**src/edgeDetect_params.svh**
```systemverilog
`ifndef EDGE_DETECT_PARAMS_SVH
`define EDGE_DETECT_PARAMS_SVH

// image geometry
`define IMG_WIDTH 18   // pixels per line

// kernel
`define EDGE_THRESH 32 // difference must exceed this

// output stream
`define CREDIT_MAX 4   // credits held by the sink

// measurement counters
`define COUNT_BITS 11  // pixels per line and lines per frame

`endif

```
**src/edgePkg.sv**
```systemverilog
`include "edgeDetect_params.svh"

package edgePkg;

  typedef logic [7:0] grayPixel;                 // 8-bit luminance
  typedef logic [`COUNT_BITS-1:0] measCount;     // line and frame measurements

  // neighbourhood of one interior column
  typedef struct packed {
    grayPixel up;     // oldest row
    grayPixel right;  // middle row, column + 1
    grayPixel down;   // newest row
    grayPixel left;   // middle row, column - 1
  } kernelWindow;

  typedef struct packed {
    logic dx;  // horizontal gradient over threshold
    logic dy;  // vertical gradient over threshold
  } edgeFlags;

  typedef enum logic [1:0] {
    opReadPixels  = 2'd0,
    opReadLines   = 2'd1,
    opSetEnable   = 2'd2,
    opReadOverrun = 2'd3  // read and clear
  } cmdOpType;

  typedef enum logic {
    packIdle = 1'b0,
    packSend = 1'b1
  } packState;

endpackage

```
**src/pixelIf.sv**
```systemverilog
`timescale 1ns/1ns

interface pixelIf;
  import edgePkg::*;

  logic     pixValid;  // one pulse per completed pixel
  grayPixel gray;
  measCount column;    // index within the line
  logic     lineEnd;   // hsync fell
  logic     frameEnd;  // vsync fell

  modport source (
    output pixValid, gray, column, lineEnd, frameEnd
  );

  modport sink (
    input pixValid, gray, column, lineEnd, frameEnd
  );

endinterface

```
**src/cameraCapture.sv**
```systemverilog
`timescale 1ns/1ns

module cameraCapture (
  input  logic              pclk,
  input  logic              rst,
  input  logic              hsync,
  input  logic              vsync,
  input  logic [7:0]        camData,
  pixelIf.source            pix,
  output edgePkg::measCount pixelsPerLine,
  output edgePkg::measCount linesPerFrame
);
  import edgePkg::*;

  logic       hsyncReg;
  logic       vsyncReg;
  logic       hsyncFall;
  logic       vsyncFall;
  logic       bytePhase;  // high once the first byte of a pair is held
  logic [7:0] highByte;   // rgb565 bits 15..8
  logic [15:0] rgb;
  logic [9:0] graySum;
  measCount   pixCount;
  measCount   lineCount;

  assign hsyncFall = hsyncReg & ~hsync;
  assign vsyncFall = vsyncReg & ~vsync;
  assign rgb       = {highByte, camData};

  // r8 + 2*g8 + b8, max 1000 so 10 bits suffice
  assign graySum = {2'b00, rgb[15:11], 3'b000}
                 + {1'b0, rgb[10:5], 3'b000}
                 + {2'b00, rgb[4:0], 3'b000};

  always_ff @(posedge pclk) begin
    if (rst) begin
      hsyncReg      <= 1'b0;
      vsyncReg      <= 1'b0;
      bytePhase     <= 1'b0;
      pixCount      <= '0;
      lineCount     <= '0;
      pixelsPerLine <= '0;
      linesPerFrame <= '0;
      pix.pixValid  <= 1'b0;
      pix.lineEnd   <= 1'b0;
      pix.frameEnd  <= 1'b0;
    end else begin
      hsyncReg     <= hsync;
      vsyncReg     <= vsync;
      pix.lineEnd  <= hsyncFall;
      pix.frameEnd <= vsyncFall;
      pix.pixValid <= hsync & bytePhase;  // second byte sampled now
      if (hsync) begin
        bytePhase <= ~bytePhase;
        if (bytePhase) begin
          pixCount <= pixCount + 1'b1;
        end
      end else begin
        bytePhase <= 1'b0;  // realign pairs on every line
        if (hsyncFall) begin
          pixelsPerLine <= pixCount;  // bytes / 2
          pixCount      <= '0;
        end
      end
      if (vsyncFall) begin
        linesPerFrame <= lineCount;
        lineCount     <= '0;
      end else if (hsyncFall) begin
        lineCount <= lineCount + 1'b1;
      end
    end
  end

  // pixel payload
  always_ff @(posedge pclk) begin
    if (hsync && !bytePhase) begin
      highByte <= camData;
    end
    if (hsync && bytePhase) begin
      pix.gray   <= graySum[9:2];
      pix.column <= pixCount;
    end
  end

  // both bytes of a pixel were taken inside the active line
  assert property (@(posedge pclk) disable iff (rst)
    pix.pixValid |-> $past(hsync, 1) && $past(hsync, 2));

endmodule

```
**src/lineStrip.sv**
```systemverilog
`timescale 1ns/1ns
`include "edgeDetect_params.svh"

module lineStrip (
  input  logic                 pclk,
  input  logic                 rst,
  pixelIf.sink                 pix,
  output edgePkg::kernelWindow windows [1:`IMG_WIDTH-2],
  output logic                 lineReady
);
  import edgePkg::*;

  localparam int COL_BITS = $clog2(`IMG_WIDTH);

  grayPixel   rowTop [0:`IMG_WIDTH-1];  // oldest line
  grayPixel   rowMid [0:`IMG_WIDTH-1];
  grayPixel   rowNew [0:`IMG_WIDTH-1];  // line being received
  logic [1:0] linesSeen;                // saturates at 2
  logic       colInRange;

  assign colInRange = pix.column < measCount'(`IMG_WIDTH);

  // third and later line ends of a frame have a full strip
  assign lineReady = pix.lineEnd && (linesSeen == 2'd2);

  always_ff @(posedge pclk) begin
    if (rst) begin
      linesSeen <= 2'd0;
    end else if (pix.frameEnd) begin
      linesSeen <= 2'd0;
    end else if (pix.lineEnd && linesSeen != 2'd2) begin
      linesSeen <= linesSeen + 2'd1;
    end
  end

  // strip storage
  always_ff @(posedge pclk) begin
    if (pix.pixValid && colInRange) begin
      rowNew[pix.column[COL_BITS-1:0]] <= pix.gray;
    end
    if (pix.lineEnd) begin
      rowTop <= rowMid;  // scroll up one line
      rowMid <= rowNew;
    end
  end

  always_comb begin
    for (int c = 1; c <= `IMG_WIDTH-2; c++) begin
      windows[c].up    = rowTop[c];
      windows[c].right = rowMid[c+1];
      windows[c].down  = rowNew[c];
      windows[c].left  = rowMid[c-1];
    end
  end

endmodule

```
**src/edgeKernel.sv**
```systemverilog
`timescale 1ns/1ns
`include "edgeDetect_params.svh"

module edgeKernel (
  input  edgePkg::kernelWindow window,
  output edgePkg::edgeFlags    flags
);
  import edgePkg::*;

  grayPixel diffX;  // |right - left|
  grayPixel diffY;  // |up - down|

  assign diffX = (window.right > window.left) ? window.right - window.left
                                              : window.left - window.right;
  assign diffY = (window.up > window.down) ? window.up - window.down
                                           : window.down - window.up;

  // strictly greater than the threshold
  assign flags.dx = diffX > grayPixel'(`EDGE_THRESH);
  assign flags.dy = diffY > grayPixel'(`EDGE_THRESH);

endmodule

```
**src/edgePacker.sv**
```systemverilog
`timescale 1ns/1ns
`include "edgeDetect_params.svh"

module edgePacker (
  input  logic              pclk,
  input  logic              rst,
  input  logic              lineReady,
  input  logic              enable,
  input  logic              overrunClear,
  input  edgePkg::edgeFlags flags [1:`IMG_WIDTH-2],
  output logic              outValid,
  output logic [7:0]        outData,
  input  logic              outCredit,
  output logic              overrun
);
  import edgePkg::*;

  localparam int NUM_BYTES   = `IMG_WIDTH / 4;
  localparam int LINE_BITS   = NUM_BYTES * 8;
  localparam int USED_COLS   = (NUM_BYTES * 4 < `IMG_WIDTH - 2) ? NUM_BYTES * 4 : `IMG_WIDTH - 2;
  localparam int CREDIT_BITS = $clog2(`CREDIT_MAX + 1);
  localparam int BYTE_BITS   = $clog2(NUM_BYTES + 1);

  packState               state;
  logic [LINE_BITS-1:0]   packedLine;  // flags of the current kernels
  logic [LINE_BITS-1:0]   lineBits;    // captured line, next byte on top
  logic [BYTE_BITS-1:0]   bytesLeft;
  logic [CREDIT_BITS-1:0] credits;
  logic                   capture;
  logic                   lineDrop;

  // column 1 lands in the two top bits of byte 0
  always_comb begin
    packedLine = '0;
    for (int c = 1; c <= USED_COLS; c++) begin
      packedLine[LINE_BITS-2*c +: 2] = {flags[c].dx, flags[c].dy};
    end
  end

  assign capture  = lineReady && enable && (state == packIdle);
  assign lineDrop = lineReady && enable && (state == packSend);  // previous line still draining
  assign outValid = (state == packSend) && (credits != '0);
  assign outData  = lineBits[LINE_BITS-1 -: 8];

  always_ff @(posedge pclk) begin
    if (rst) begin
      state     <= packIdle;
      bytesLeft <= '0;
      credits   <= CREDIT_BITS'(`CREDIT_MAX);
      overrun   <= 1'b0;
    end else begin
      credits <= credits + CREDIT_BITS'(outCredit) - CREDIT_BITS'(outValid);
      case (state)
        packIdle: begin
          if (capture) begin
            state     <= packSend;
            bytesLeft <= BYTE_BITS'(NUM_BYTES);
          end
        end
        packSend: begin
          if (outValid) begin
            bytesLeft <= bytesLeft - 1'b1;
            if (bytesLeft == BYTE_BITS'(1)) begin
              state <= packIdle;  // last byte of the line
            end
          end
        end
      endcase
      if (lineDrop) begin
        overrun <= 1'b1;  // a new event wins over a clear
      end else if (overrunClear) begin
        overrun <= 1'b0;
      end
    end
  end

  // line payload
  always_ff @(posedge pclk) begin
    if (capture) begin
      lineBits <= packedLine;
    end else if (outValid) begin
      lineBits <= lineBits << 8;
    end
  end

  // the sink never returns more credits than it was given
  assert property (@(posedge pclk) disable iff (rst)
    credits <= CREDIT_BITS'(`CREDIT_MAX));

  // with no credit the packer holds its byte and waits
  assert property (@(posedge pclk) disable iff (rst)
    state == packSend && credits == '0 |=> state == packSend && $stable(outData));

endmodule

```
**src/controlRegs.sv**
```systemverilog
`timescale 1ns/1ns

module controlRegs (
  input  logic              pclk,
  input  logic              rst,
  input  logic              cmdValid,
  input  edgePkg::cmdOpType cmdOp,
  input  logic [31:0]       cmdData,
  input  edgePkg::measCount pixelsPerLine,
  input  edgePkg::measCount linesPerFrame,
  input  logic              overrun,
  output logic              enable,
  output logic              overrunClear,
  output logic [31:0]       cmdResult,
  output logic              cmdDone
);
  import edgePkg::*;

  logic [31:0] selResult;

  assign cmdDone      = cmdValid;  // every command finishes in one cycle
  assign overrunClear = cmdValid && (cmdOp == opReadOverrun);
  assign cmdResult    = cmdValid ? selResult : 32'd0;

  always_comb begin
    case (cmdOp)
      opReadPixels:  selResult = 32'(pixelsPerLine);
      opReadLines:   selResult = 32'(linesPerFrame);
      opSetEnable:   selResult = {31'd0, enable};
      opReadOverrun: selResult = {31'd0, overrun};
      default:       selResult = 32'd0;
    endcase
  end

  always_ff @(posedge pclk) begin
    if (rst) begin
      enable <= 1'b0;  // output off until enabled
    end else if (cmdValid && cmdOp == opSetEnable) begin
      enable <= cmdData[0];
    end
  end

endmodule

```
**src/edgeDetect.sv**
```systemverilog
`timescale 1ns/1ns
`include "edgeDetect_params.svh"

module edgeDetect (
  input  logic              pclk,
  input  logic              rst,
  // camera
  input  logic              hsync,
  input  logic              vsync,
  input  logic [7:0]        camData,
  // command port
  input  logic              cmdValid,
  input  edgePkg::cmdOpType cmdOp,
  input  logic [31:0]       cmdData,
  output logic [31:0]       cmdResult,
  output logic              cmdDone,
  // edge byte stream
  output logic              outValid,
  output logic [7:0]        outData,
  input  logic              outCredit
);
  import edgePkg::*;

  kernelWindow windows [1:`IMG_WIDTH-2];
  edgeFlags    flags [1:`IMG_WIDTH-2];
  measCount    pixelsPerLine;
  measCount    linesPerFrame;
  logic        lineReady;
  logic        enable;
  logic        overrun;
  logic        overrunClear;

  pixelIf pixBus ();

  cameraCapture i_cameraCapture (
    .pclk          (pclk),
    .rst           (rst),
    .hsync         (hsync),
    .vsync         (vsync),
    .camData       (camData),
    .pix           (pixBus.source),
    .pixelsPerLine (pixelsPerLine),
    .linesPerFrame (linesPerFrame)
  );

  lineStrip i_lineStrip (
    .pclk      (pclk),
    .rst       (rst),
    .pix       (pixBus.sink),
    .windows   (windows),
    .lineReady (lineReady)
  );

  // one kernel per interior column
  for (genvar col = 1; col <= `IMG_WIDTH-2; col++) begin : gKernel
    edgeKernel i_edgeKernel (
      .window (windows[col]),
      .flags  (flags[col])
    );
  end

  edgePacker i_edgePacker (
    .pclk         (pclk),
    .rst          (rst),
    .lineReady    (lineReady),
    .enable       (enable),
    .overrunClear (overrunClear),
    .flags        (flags),
    .outValid     (outValid),
    .outData      (outData),
    .outCredit    (outCredit),
    .overrun      (overrun)
  );

  controlRegs i_controlRegs (
    .pclk          (pclk),
    .rst           (rst),
    .cmdValid      (cmdValid),
    .cmdOp         (cmdOp),
    .cmdData       (cmdData),
    .pixelsPerLine (pixelsPerLine),
    .linesPerFrame (linesPerFrame),
    .overrun       (overrun),
    .enable        (enable),
    .overrunClear  (overrunClear),
    .cmdResult     (cmdResult),
    .cmdDone       (cmdDone)
  );

endmodule

```
**config.mk**
```make
export PLATFORM = sky130hd
export DESIGN_NAME = edgeDetect
export DESIGN_NICKNAME = d
export VERILOG_FILES = /design/src/edgePkg.sv /design/src/pixelIf.sv /design/src/cameraCapture.sv /design/src/lineStrip.sv /design/src/edgeKernel.sv /design/src/edgePacker.sv /design/src/controlRegs.sv /design/src/edgeDetect.sv
export VERILOG_INCLUDE_DIRS = /design/src /design/src/src
export SDC_FILE = /design/constraint.sdc
export NUM_CORES = 1
export LEC_CHECK = 0
export BUFFER_PORTS_ARGS = -buffer_cell sky130_fd_sc_hd__buf_4
export CAP_MARGIN = 20
export CORE_UTILIZATION = 50
export CTS_CLUSTER_SIZE = 30
export DETAILED_ROUTE_END_ITERATION = 6
export PLACE_DENSITY = 0.63
export SLEW_MARGIN = 25
export SYNTH_ARGS = -nofsm -noshare
export SYNTH_HDL_FRONTEND = slang
export SYNTH_SLANG_ARGS = --single-unit
```
**constraint.sdc**
```tcl
create_clock -name pclk -period 8.8 [get_ports pclk]
set_input_delay 1.32 -clock pclk [delete_from_list [all_inputs] [get_ports pclk]]
set_output_delay 1.32 -clock pclk [all_outputs]
set_load 0.05 [all_outputs]
```
==> results of run 1 <==
-- metrics by stage --
step / utilization / instance area (um^2)
floorplan: - / 35390
global placement: 0.5193 / 36300
detailed placement: 0.5193 / 36300
CTS: 0.5452 / 38110
global route: 0.5452 / 38110
finish: 0.5452 / 38110
-- cells in the final DEF (no fill, tap or decap), drive strengths merged, types with 70 or more instances in the layout --
cell type / netlist / routed
clkbuf: 98 / 70
inv: 414 / 418
nand2b: 119 / 119
nand2: 214 / 214
xnor2: 130 / 130
ha: 492 / 492
edfxtp: 422 / 422
o21ai: 245 / 245
a21oi: 220 / 220
nor2: 185 / 185
nor2b: 95 / 95
o21a: 73 / 73
-- cells by family (layout without fill, tap and decap cells) --
| logic type | count (synthesis) | after routing | synth area share |
|---|---|---|---|
| compound gates | 898 | 898 | 0.1629 |
| xor+xnor | 199 | 199 | 0.04935 |
| fa+ha+maj | 499 | 499 | 0.1783 |
| buf+inv | 560 | 570 | 0.06377 |
| flops | 483 | 483 | 0.3934 |
| mux | 83 | 83 | 0.02484 |
| other cells | 1 | 21 | 0.0001062 |
| simple gates | 871 | 871 | 0.1273 |
-- final cells by class --
class	count	area, um^2	share of cell area
clock buffers	70	1455	0.03818
clock inverters	29	352.8	0.009258
inverters	415	1558	0.04087
multi-input cells	2571	19250	0.5052
flip-flops and latches	483	13900	0.3646
well taps	940	1176	0.03086
repair buffers	56	420.4	0.01103
-- worst max-delay path, cell delays in order, from the launching register on --
cell	delay (ns)
dfxtp_4	0.98
nand3_1	0.26
nor2_4	0.50
buf_4	0.71
o21ai_0	0.22
a311oi_1	0.28
o311ai_0	0.18
o32ai_1	0.34
a31oi_1	0.09
-- routing by layer --
metal / vias to the layer above / track usage
li1: 12710 / -
met1: 11820 / 0.2951
met2: 453 / 0.3584
met3: 85 / 0.02364
met4: 0 / 0.05328
met5: - / 0
-- power groups by stage --
stage / clock (W) / sequential [W] / combinational [W]
2_1_floorplan: 0 / 0.00258 / 0.000259
3_3_place_gp: 0 / 0.00258 / 0.000333
3_5_place_dp: 0 / 0.00258 / 0.000337
4_1_cts: 0.00237 / 0.00253 / 0.000338
5_1_grt: 0.00244 / 0.00253 / 0.000377
6_report: 0.00230 / 0.00253 / 0.000338
-- how the worst min path moves through the flow --
stage,to,slack (ns)
5_1_grt,i_lineStrip.windows[19],0.41
3_3_place_gp,i_lineStrip.windows[20],0.40
6_report,i_lineStrip.windows[19],0.41
4_1_cts,i_lineStrip.windows[19],0.41
3_5_place_dp,i_lineStrip.windows[17],0.40
2_1_floorplan,i_lineStrip.linesSeen[0],0.39
-- sequential cells by signal, indices dropped and copies added, names as in the netlist, 2 cells and up --
name,cells
i_lineStrip.linesSeen,2
i_lineStrip.rowNew,14
i_cameraCapture.pix.column,11
i_edgePacker.lineBits,32
i_cameraCapture.pixelsPerLine,11
i_edgePacker.credits,3
i_cameraCapture.highByte,8
i_lineStrip.windows,350
i_cameraCapture.pix.gray,7
i_edgePacker.bytesLeft,3
i_cameraCapture.pixCount,11
i_cameraCapture.linesPerFrame,11
i_cameraCapture.lineCount,11
==> metrics, run 1 <==
cells after synthesis=3594; root buffer cell=clkbuf_16; Initial Utilization=0.5052; DR WL/cell=16.85 um; Fill cells=6284; CTS Buf Count=54; Syn Area/Cell=9.826 um^2; Post-synth EDFFs=422; sequential-to-total area share from yosys stat=0.3934; clock-pin slew on the worst setup and hold paths=0.06 ns; WP data arrival=4.23 ns; setup_tns=0 ns; Internal Power=0.003985 W; Yosys top cell area share=0.3588; share of cells above drive strength 1=0.05381; Die H=267.8 um; Hold Fails Final Rpt=0; Top FF cell, synth=edfxtp_1; Setup crit end kind=register; Sequential Power Share=0.489; clock sinks=483; r2r worst-path depth=8; Setup violations, final=0; dpl ws=4.858 ns; CTS Buffer Depth=3; postcts setup bufs=0; vias per std cell=5.492; leading area contributor after synthesis=edfxtp_1; HP Start=i_lineStrip.rowNew[3]; post-synthesis async set-or-reset flop share=0; relative slew slack=0.3166; crit path launch=i_cameraCapture.pix.lineEnd; metal1 wirelength=36620 um; Max Clock Freq=0.2559 GHz; # rows=97; #FFs+latches synth=483; area of the core=0.06991 mm^2; CTS Hold Bufs=0; most common cell in the synthesized netlist=ha_1; startpoint types=register; area growth from synthesis to final layout=7.919%; YS warnings=0; reg-to-reg endpoint=i_edgePacker.lineBits[22]; later-pin clock latency in the skew report=0.63 ns; Hold Path Cell Cnt=0; Via Count=25070; Port Buffers=37; worst r2r src=i_cameraCapture.pix.lineEnd; drt pass-1 iters=5; initial antenna violation count=4; worst IR drop on VDD=0.0001357 V; RSZ-0062 raised after global routing=false; Crit Path Class=reg2reg; H-tree Lvls=2; Final Cycle Share=0.4441; CP required=9.12 ns; max_cap viols=0; synthesized cell area=0.03532 mm^2; Yosys cell types=92; gpl congestion=0.8571; setup ws final=4.892 ns; I/O pin count=90; Power Density=135.8 mW/mm^2; Resized cells post-CTS=0; Die X=267.8 um; Worst Hold Class=reg2reg; hold_ws=0.4115 ns; Final ANT Viol Nets=0; Final Slew Violations=0; Clock Skew=0.02746 ns; CP Max Fanout=70; total global-route track usage=0.2138; initial DRC count=1518; remaining global-route overflow=0; register-to-register path setup slack=4.89 ns; largest net degree at the start of global routing=76; NetSw=0.001190 W; synth cell count leaders=ha_1, edfxtp_1, inv_1; global-route wire length before repair=122700 um; wire length on met3=3114 um; DRC viols=0; clock group share of total power=0.445; fin crit period=3.908 ns; Comb pwr share=0.065; leakage=16.07 nW; Total Wirelength=76900 um; top post-synthesis cells by area=edfxtp_1, ha_1, inv_1; vias in the first global route=23670; CTS tree=yes; met2 wire len=35630 um; run status=finished clean; die area=0.07170 mm^2; Pwr Total=0.005175 W; Cells after DPL=4465; Switching Share=0.2300; uppermost layer routed=met4; number of diodes=0; Worst Setup EP=i_edgePacker.lineBits[22]; worst-margin pin slew=1.025 ns; DP Wirelength=54660 um; final net count=4128; final std cells w/o fill=4564
No activity file was read; power rests on OpenSTA's default activity.
==> inputs of run 2 (changes only) <==
==> constraint.sdc (replaced) <==
create_clock -name pclk -period 3.85 [get_ports pclk]
set_input_delay 0.5775 -clock pclk [delete_from_list [all_inputs] [get_ports pclk]]
set_output_delay 0.5775 -clock pclk [all_outputs]
set_load 0.05 [all_outputs]
==> metrics, run 2 (synthesized netlist as in run 1, its figures left out) <==
run status=finished clean; gpl congestion=0.8785 (+2.5%); initial antenna violation count=2 (-2); remaining global-route overflow=0 (unchanged); Final Cycle Share=0.8283 (+0.3842); largest net degree at the start of global routing=159 (+110%); grt met1 use=0.3030 (+0.007876); Die X=267.8 um (unchanged); area growth from synthesis to final layout=8.266%; area of the core=0.06991 mm^2 (unchanged); relative slew slack=0.3665 (+0.04986); CTS tree=yes; CP required=4.20 ns (-4.92 ns); CTS Buffer Depth=3 (unchanged); clock-pin slew on the worst setup and hold paths=0.06 ns (about the same); drt pass-1 iters=6 (+1); total global-route track usage=0.2180 (+0.004136); Port Buffers=37 (unchanged); RSZ-0062 raised after global routing=false; I/O pin count=90 (unchanged); Total Wirelength=77250 um (+0.46%); Final Slew Violations=0 (unchanged); commonest non-fill, non-tap cell in the layout=ha_1; DP Wirelength=55410 um (+1.4%); die area=0.07170 mm^2 (unchanged); final net count=4132 (+0.097%); initial DRC count=1677 (+10%); Via Count=24920 (-0.60%); Worst Hold Class=in2reg; Initial Utilization=0.5052 (unchanged); Power Density=313.4 mW/mm^2 (+130%); postcts setup bufs=0 (unchanged); Max Clock Freq=0.3136 GHz (+23%); most frequent cells in the layout=ha_1, edfxtp_1, inv_1, o21ai_0, a21oi_1; Setup crit end kind=register; Hold Fails Final Rpt=0 (unchanged); WP data arrival=3.54 ns (-0.69 ns); DRC viols=0 (unchanged); Pwr Total=0.01198 W (+130%); worst-margin pin slew=0.9503 ns (-0.07480 ns); fin crit period=3.189 ns (-0.7190 ns); later-pin clock latency in the skew report=0.63 ns (about the same); Resized cells post-CTS=0 (unchanged); Clock Skew=0.01703 ns (-0.01043 ns); Final ANT Viol Nets=0 (unchanged); met3 Use GR=0.02172 (-0.001924); M2 GR Usage=0.3612 (+0.002801); startpoint types=register; CTS Buf Count=54 (unchanged); global-route wire length before repair=124900 um (+1.8%); vias in the first global route=23950 (+1.1%); Fill cells=6233 (-0.81%); CTS Hold Bufs=0 (unchanged); max_cap viols=0 (unchanged); leakage=16.12 nW (+0.34%); CP Max Fanout=8 (-89%); share of cells above drive strength 1=0.05571 (+0.001901); clock sinks=483 (unchanged); Die H=267.8 um (unchanged); H-tree Lvls=2 (unchanged); worst IR drop on VDD=0.0003405 V (+150%); root buffer cell=clkbuf_16; DR WL/cell=16.92 um (+0.42%); vias per std cell=5.457 (-0.64%); layer with the highest usage=met2; max reg flops=350 (unchanged); Crit Path Class=reg2reg; number of diodes=0 (unchanged); Setup violations, final=0 (unchanged); # rows=97 (unchanged); setup_tns=0 ns (unchanged)
## run 2: final cells by class
cell class	instances	area (um^2)	share of cell area
multi-input cells	2571	19250	0.5035
flip-flops and latches	483	13900	0.3635
inverters	415	1562	0.04084
clock buffers	69	1490	0.03898
well taps	940	1176	0.03076
repair buffers	60	488.0	0.01276
clock inverters	28	369.1	0.009654
## run 2: critical path, cell delays in order, from the launching register on
cell	delay [ns]
edfxtp_1	0.40
inv_1	0.09
ha_1	0.41
a211oi_1	0.31
o21bai_2	0.16
o22ai_4	0.33
mux2_4	0.34
o21bai_4	0.18
a2111oi_0	0.40
a311o_1	0.20
o211ai_2	0.08
## run 2: metal layers
metal  vias to the layer above  wire length (um)
met3                        87              3286
met4                         0              1924
li1                      12710                 -
met5                         -                 0
met1                     11600             36570
met2                       518             35470
## run 2: path summary, 6_finish.rpt
kind | start | endpoint | cells after the start | slack [ns]
worst max register to register | i_lineStrip.windows[5] | i_edgePacker.lineBits[1] | 10 | 0.66
worst min-delay path | camData[0] | i_cameraCapture.highByte[0] | 1 | 0.14
worst max-delay path | i_lineStrip.windows[5] | i_edgePacker.lineBits[1] | 10 | 0.66
worst min register to register | i_cameraCapture.pix.frameEnd | i_lineStrip.linesSeen[0] | 1 | 0.41
## run 2: where the power goes
group	total (W)	internal, W	switching, W
clock network	0.00542	0.00322	0.00220
logic	0.000776	0.000299	0.000477
registers	0.00579	0.00572	0.0000649
## run 2: through the flow
| stage | cell area (um^2) | utilization | cells | hold WS, ns | setup slack [ns] |
|---|---|---|---|---|---|
| after floorplan | 35400 | - | 3614 | 0.3914 | 0.09142 |
| after global placement | 36370 | 0.5203 | 4469 | 0.3999 | 0.7270 |
| after detailed placement | 36370 | 0.5203 | 4469 | 0.4045 | 0.6510 |
| after CTS | 38230 | 0.5469 | 4566 | 0.09264 | 0.6540 |
| after global routing | 38230 | 0.5469 | 4566 | 0.1075 | 0.4814 |
| final | 38230 | 0.5469 | 4566 | 0.1377 | 0.6610 |
==> inputs of run 3 (changes only) <==
--- a/config.mk
+++ b/config.mk
@@ -6,12 +6,13 @@
 export SDC_FILE = /design/constraint.sdc
 export NUM_CORES = 1
 export LEC_CHECK = 0
+export ABC_AREA = 1
 export BUFFER_PORTS_ARGS = -buffer_cell sky130_fd_sc_hd__buf_4
 export CAP_MARGIN = 20
 export CORE_UTILIZATION = 50
 export CTS_CLUSTER_SIZE = 30
 export DETAILED_ROUTE_END_ITERATION = 6
-export PLACE_DENSITY = 0.63
+export PLACE_DENSITY = 0.66
 export SLEW_MARGIN = 25
 export SYNTH_ARGS = -nofsm -noshare
 export SYNTH_HDL_FRONTEND = slang
==> constraint.sdc (replaced) <==
create_clock -name pclk -period 2.9 [get_ports pclk]
set_input_delay 0.435 -clock pclk [delete_from_list [all_inputs] [get_ports pclk]]
set_output_delay 0.435 -clock pclk [all_outputs]
set_load 0.05 [all_outputs]
==> metrics, run 3 <==
placed cell area=0.03934 mm^2 (+8.2%); final net count=5435 (+32%); Hold Fails Final Rpt=0 (unchanged); H-tree Lvls=2 (unchanged); CP required=3.24 ns (-0.96 ns); sequential-to-total area share from yosys stat=0.3651 (-0.02833); most frequent cells in the layout=nand2_1, inv_1, ha_1, edfxtp_1, a21oi_1; Hold Path Cell Cnt=3 (+2); reg-to-reg endpoint=i_edgePacker.lineBits[9]; remaining global-route overflow=0 (unchanged); I/O pin count=90 (unchanged); Crit Path Class=reg2reg; clock sinks=483 (unchanged); Max Clock Freq=0.4084 GHz (+30%); relative slew slack=0.3298 (-0.03665); worst IR drop on VDD=0.0003938 V (+16%); register-to-register path setup slack=0.45 ns (-0.21 ns); clock-pin slew on the worst setup and hold paths=0.06 ns (about the same); post-synthesis async set-or-reset flop share=0 (unchanged); Syn Area/Cell=7.876 um^2 (-20%); Setup crit end kind=register; #FFs+latches synth=483 (unchanged); clock group share of total power=0.439 (-0.013); DRC viols=9 (+9); xor and xnor fraction of the mapped netlist area=0.05316 (+0.003811); leading area contributor after synthesis=edfxtp_1; vias per std cell=5.001 (-8.4%); CTS Buffer Depth=3 (unchanged); Final ANT Viol Nets=0 (unchanged); Clock Skew=0.02156 ns (+0.004527 ns); Via Count=29500 (+18%); YS warnings=0 (unchanged); NetSw=0.003794 W (+38%); largest net degree at the start of global routing=161 (+1.3%); CP Max Fanout=8 (unchanged); # rows=100 (+3.1%); Yosys top cell area share=0.3330 (-0.02584); die area=0.07722 mm^2 (+7.7%); Internal Power=0.01207 W (+31%); most common cell in the synthesized netlist=nand2_1; Post-synth EDFFs=422 (unchanged); gpl congestion=0.9185 (+4.6%); share of cells above drive strength 1=0.04910 (-0.006612); WP data arrival=2.79 ns (-0.75 ns); area growth from synthesis to final layout=8.387%; post-synthesis compound-gate area fraction=0.07888 (-0.08407); postcts setup bufs=0 (unchanged); max_cap viols=0 (unchanged); total global-route track usage=0.2190 (+0.001048); worst-margin pin slew=1.005 ns (+0.05497 ns); Final Slew Violations=0 (unchanged); vias in the first global route=27870 (+16%); Design Area, Final=0.04125 mm^2 (+7.9%); root buffer cell=clkbuf_16; number of diodes=0 (unchanged); CTS tree=yes; commonest non-fill, non-tap cell in the layout=nand2_1; Worst Hold Class=in2reg; RSZ-0062 raised after global routing=false; initial DRC count=2011 (+20%); Final Cycle Share=0.8443 (+0.01596); Hold Crit Endpoint=i_cameraCapture.hsyncReg; Port Buffers=37 (unchanged); Die X=277.9 um (+3.8%); CTS Hold Bufs=9 (+9); synth cell count leaders=nand2_1, inv_1, ha_1; hold_ws=0.04827 ns (-0.08946 ns); global-route wire length before repair=138400 um (+11%); top post-synthesis cells by area=edfxtp_1, ha_1, nand2_1; Total Wirelength=84190 um (+9.0%); Yosys cell types=54 (-41%); Power Density=384.7 mW/mm^2 (+23%); drt pass-1 iters=7 (+1); Pwr Total=0.01587 W (+32%); Post-Synth Adder-Cell Area=0.1654 (-0.01284); later-pin clock latency in the skew report=0.62 ns (about the same); max reg flops=350 (unchanged); Switching Share=0.2391 (+0.01037); mux contribution to synthesized area=0 (-0.02484); Setup violations, final=0 (unchanged); Resized cells post-CTS=0 (unchanged); fin crit period=2.448 ns (-0.7406 ns); cells after synthesis=4832 (+34%); Top FF cell, synth=edfxtp_1; main combinational cell family by area after synthesis=simple AND/OR/NAND/NOR gates; Comb pwr share=0.077 (+0.012); leakage=20.88 nW (+30%); startpoint types=register; Synth Area in Simple Gates=0.2318 (+0.1045); failing checks=design-rule violations; CTS Buf Count=54 (unchanged); Die H=277.9 um (+3.8%); DR WL/cell=14.27 um (-16%); synthesized cell area=0.03806 mm^2 (+7.8%); worst r2r src=i_lineStrip.windows[130]; run status=finished, violations left; Initial Utilization=0.5086 (+0.003440); DP Wirelength=61790 um (+12%); initial antenna violation count=3 (+1); r2r worst-path depth=11 (+1); area of the core=0.07482 mm^2 (+7.0%); Core Util, Final=0.5513 (+0.004342); Sequential Power Share=0.483 (about the same); HP Start=hsync
[run 3: cell types whose count changed after synthesis, moves of 46 or more]
| cell | change |
|---|---|
| o21ai_0 | -126 |
| mux2i_1 | -61 |
| nand3_1 | +252 |
| xor2_1 | +134 |
| nand2b_1 | -119 |
| clkbuf_1 | -81 |
| inv_1 | +482 |
| o22ai_1 | -46 |
| nor2b_1 | -95 |
| nand2_1 | +1127 |
| xnor2_1 | -102 |
| a21oi_1 | +82 |
| o21a_1 | -58 |
[run 3: layer usage]
| metal | routed length [um] | share of wire | vias up | global-route usage |
|---|---|---|---|---|
| met5 | 0 | 0 | - | 0 |
| met4 | 2282 | 0.027 | 0 | 0.06573 |
| met3 | 3038 | 0.036 | 129 | 0.02198 |
| met2 | 39100 | 0.46 | 521 | 0.3728 |
| met1 | 39760 | 0.47 | 13330 | 0.2933 |
| li1 | - | - | 15510 | - |
[run 3: final cells by class]
class | count | area [um^2]
Fill cell | 6932 | 33570
Multi-Input combinational cell | 3359 | 20240
Inverter | 908 | 3417
Clock inverter | 34 | 357.8
Sequential cell | 483 | 13900
Clock buffer | 63 | 1458
Tap cell | 969 | 1212
Timing Repair Buffer | 82 | 663.1
[run 3: power groups by stage]
| stage | Combinational [W] | Clock (W) | Sequential (W) |
|---|---|---|---|
| CTS | 0.00123 | 0.00713 | 0.00767 |
| finish | 0.00122 | 0.00697 | 0.00767 |
| detailed placement | 0.00121 | 0 | 0.00782 |
| global route | 0.00139 | 0.00738 | 0.00768 |
| floorplan | 0.000919 | 0 | 0.00783 |
| global placement | 0.00120 | 0 | 0.00782 |
[run 3: cell families after synthesis]
group,Yosys count
DFF,483
and+or+nand+nor,2063
AOI/OAI and AO/OA,545
buffers and inverters,1010
other,1
xor gates and xnor gates,231
adders and majority gates,499
[run 3: per-stage QoR]
step | instances | setup slack [ns] | setup TNS, ns
2_1_floorplan | 4852 | -0.3647 | -22.26
6_report | 5898 | 0.4516 | 0
4_1_cts | 5898 | 0.4839 | 0
3_3_place_gp | 5792 | 0.5608 | 0
5_1_grt | 5898 | 0.2765 | 0
3_5_place_dp | 5792 | 0.5048 | 0
[run 3: worst max-delay path by stage]
| stage | start | endpoint | slack, ns | depth (start not counted) |
|---|---|---|---|---|
| finish | i_lineStrip.windows[130] | i_edgePacker.lineBits[9] | 0.45 | 11 |
| global route | i_lineStrip.windows[130] | i_edgePacker.lineBits[9] | 0.28 | 11 |
| CTS | i_lineStrip.windows[130] | i_edgePacker.lineBits[9] | 0.48 | 11 |
| detailed placement | i_lineStrip.windows[130] | i_edgePacker.lineBits[9] | 0.50 | 11 |
| global placement | i_lineStrip.windows[70] | i_edgePacker.lineBits[5] | 0.56 | 14 |
| floorplan | i_cameraCapture.pix.lineEnd | i_edgePacker.lineBits[22] | -0.36 | 8 |
[run 3: critical path, stage by stage (launching register included)]
cell and delay (ns):
edfxtp_1 0.52, inv_1 0.12, ha_1 0.45, nand2_1 0.11
o21ai_0 0.34, nand2_1 0.13, nand3_1 0.10, nand2_1 0.06
a21oi_1 0.10, nand3_1 0.08, nand3_1 0.07, nand2_1 0.11
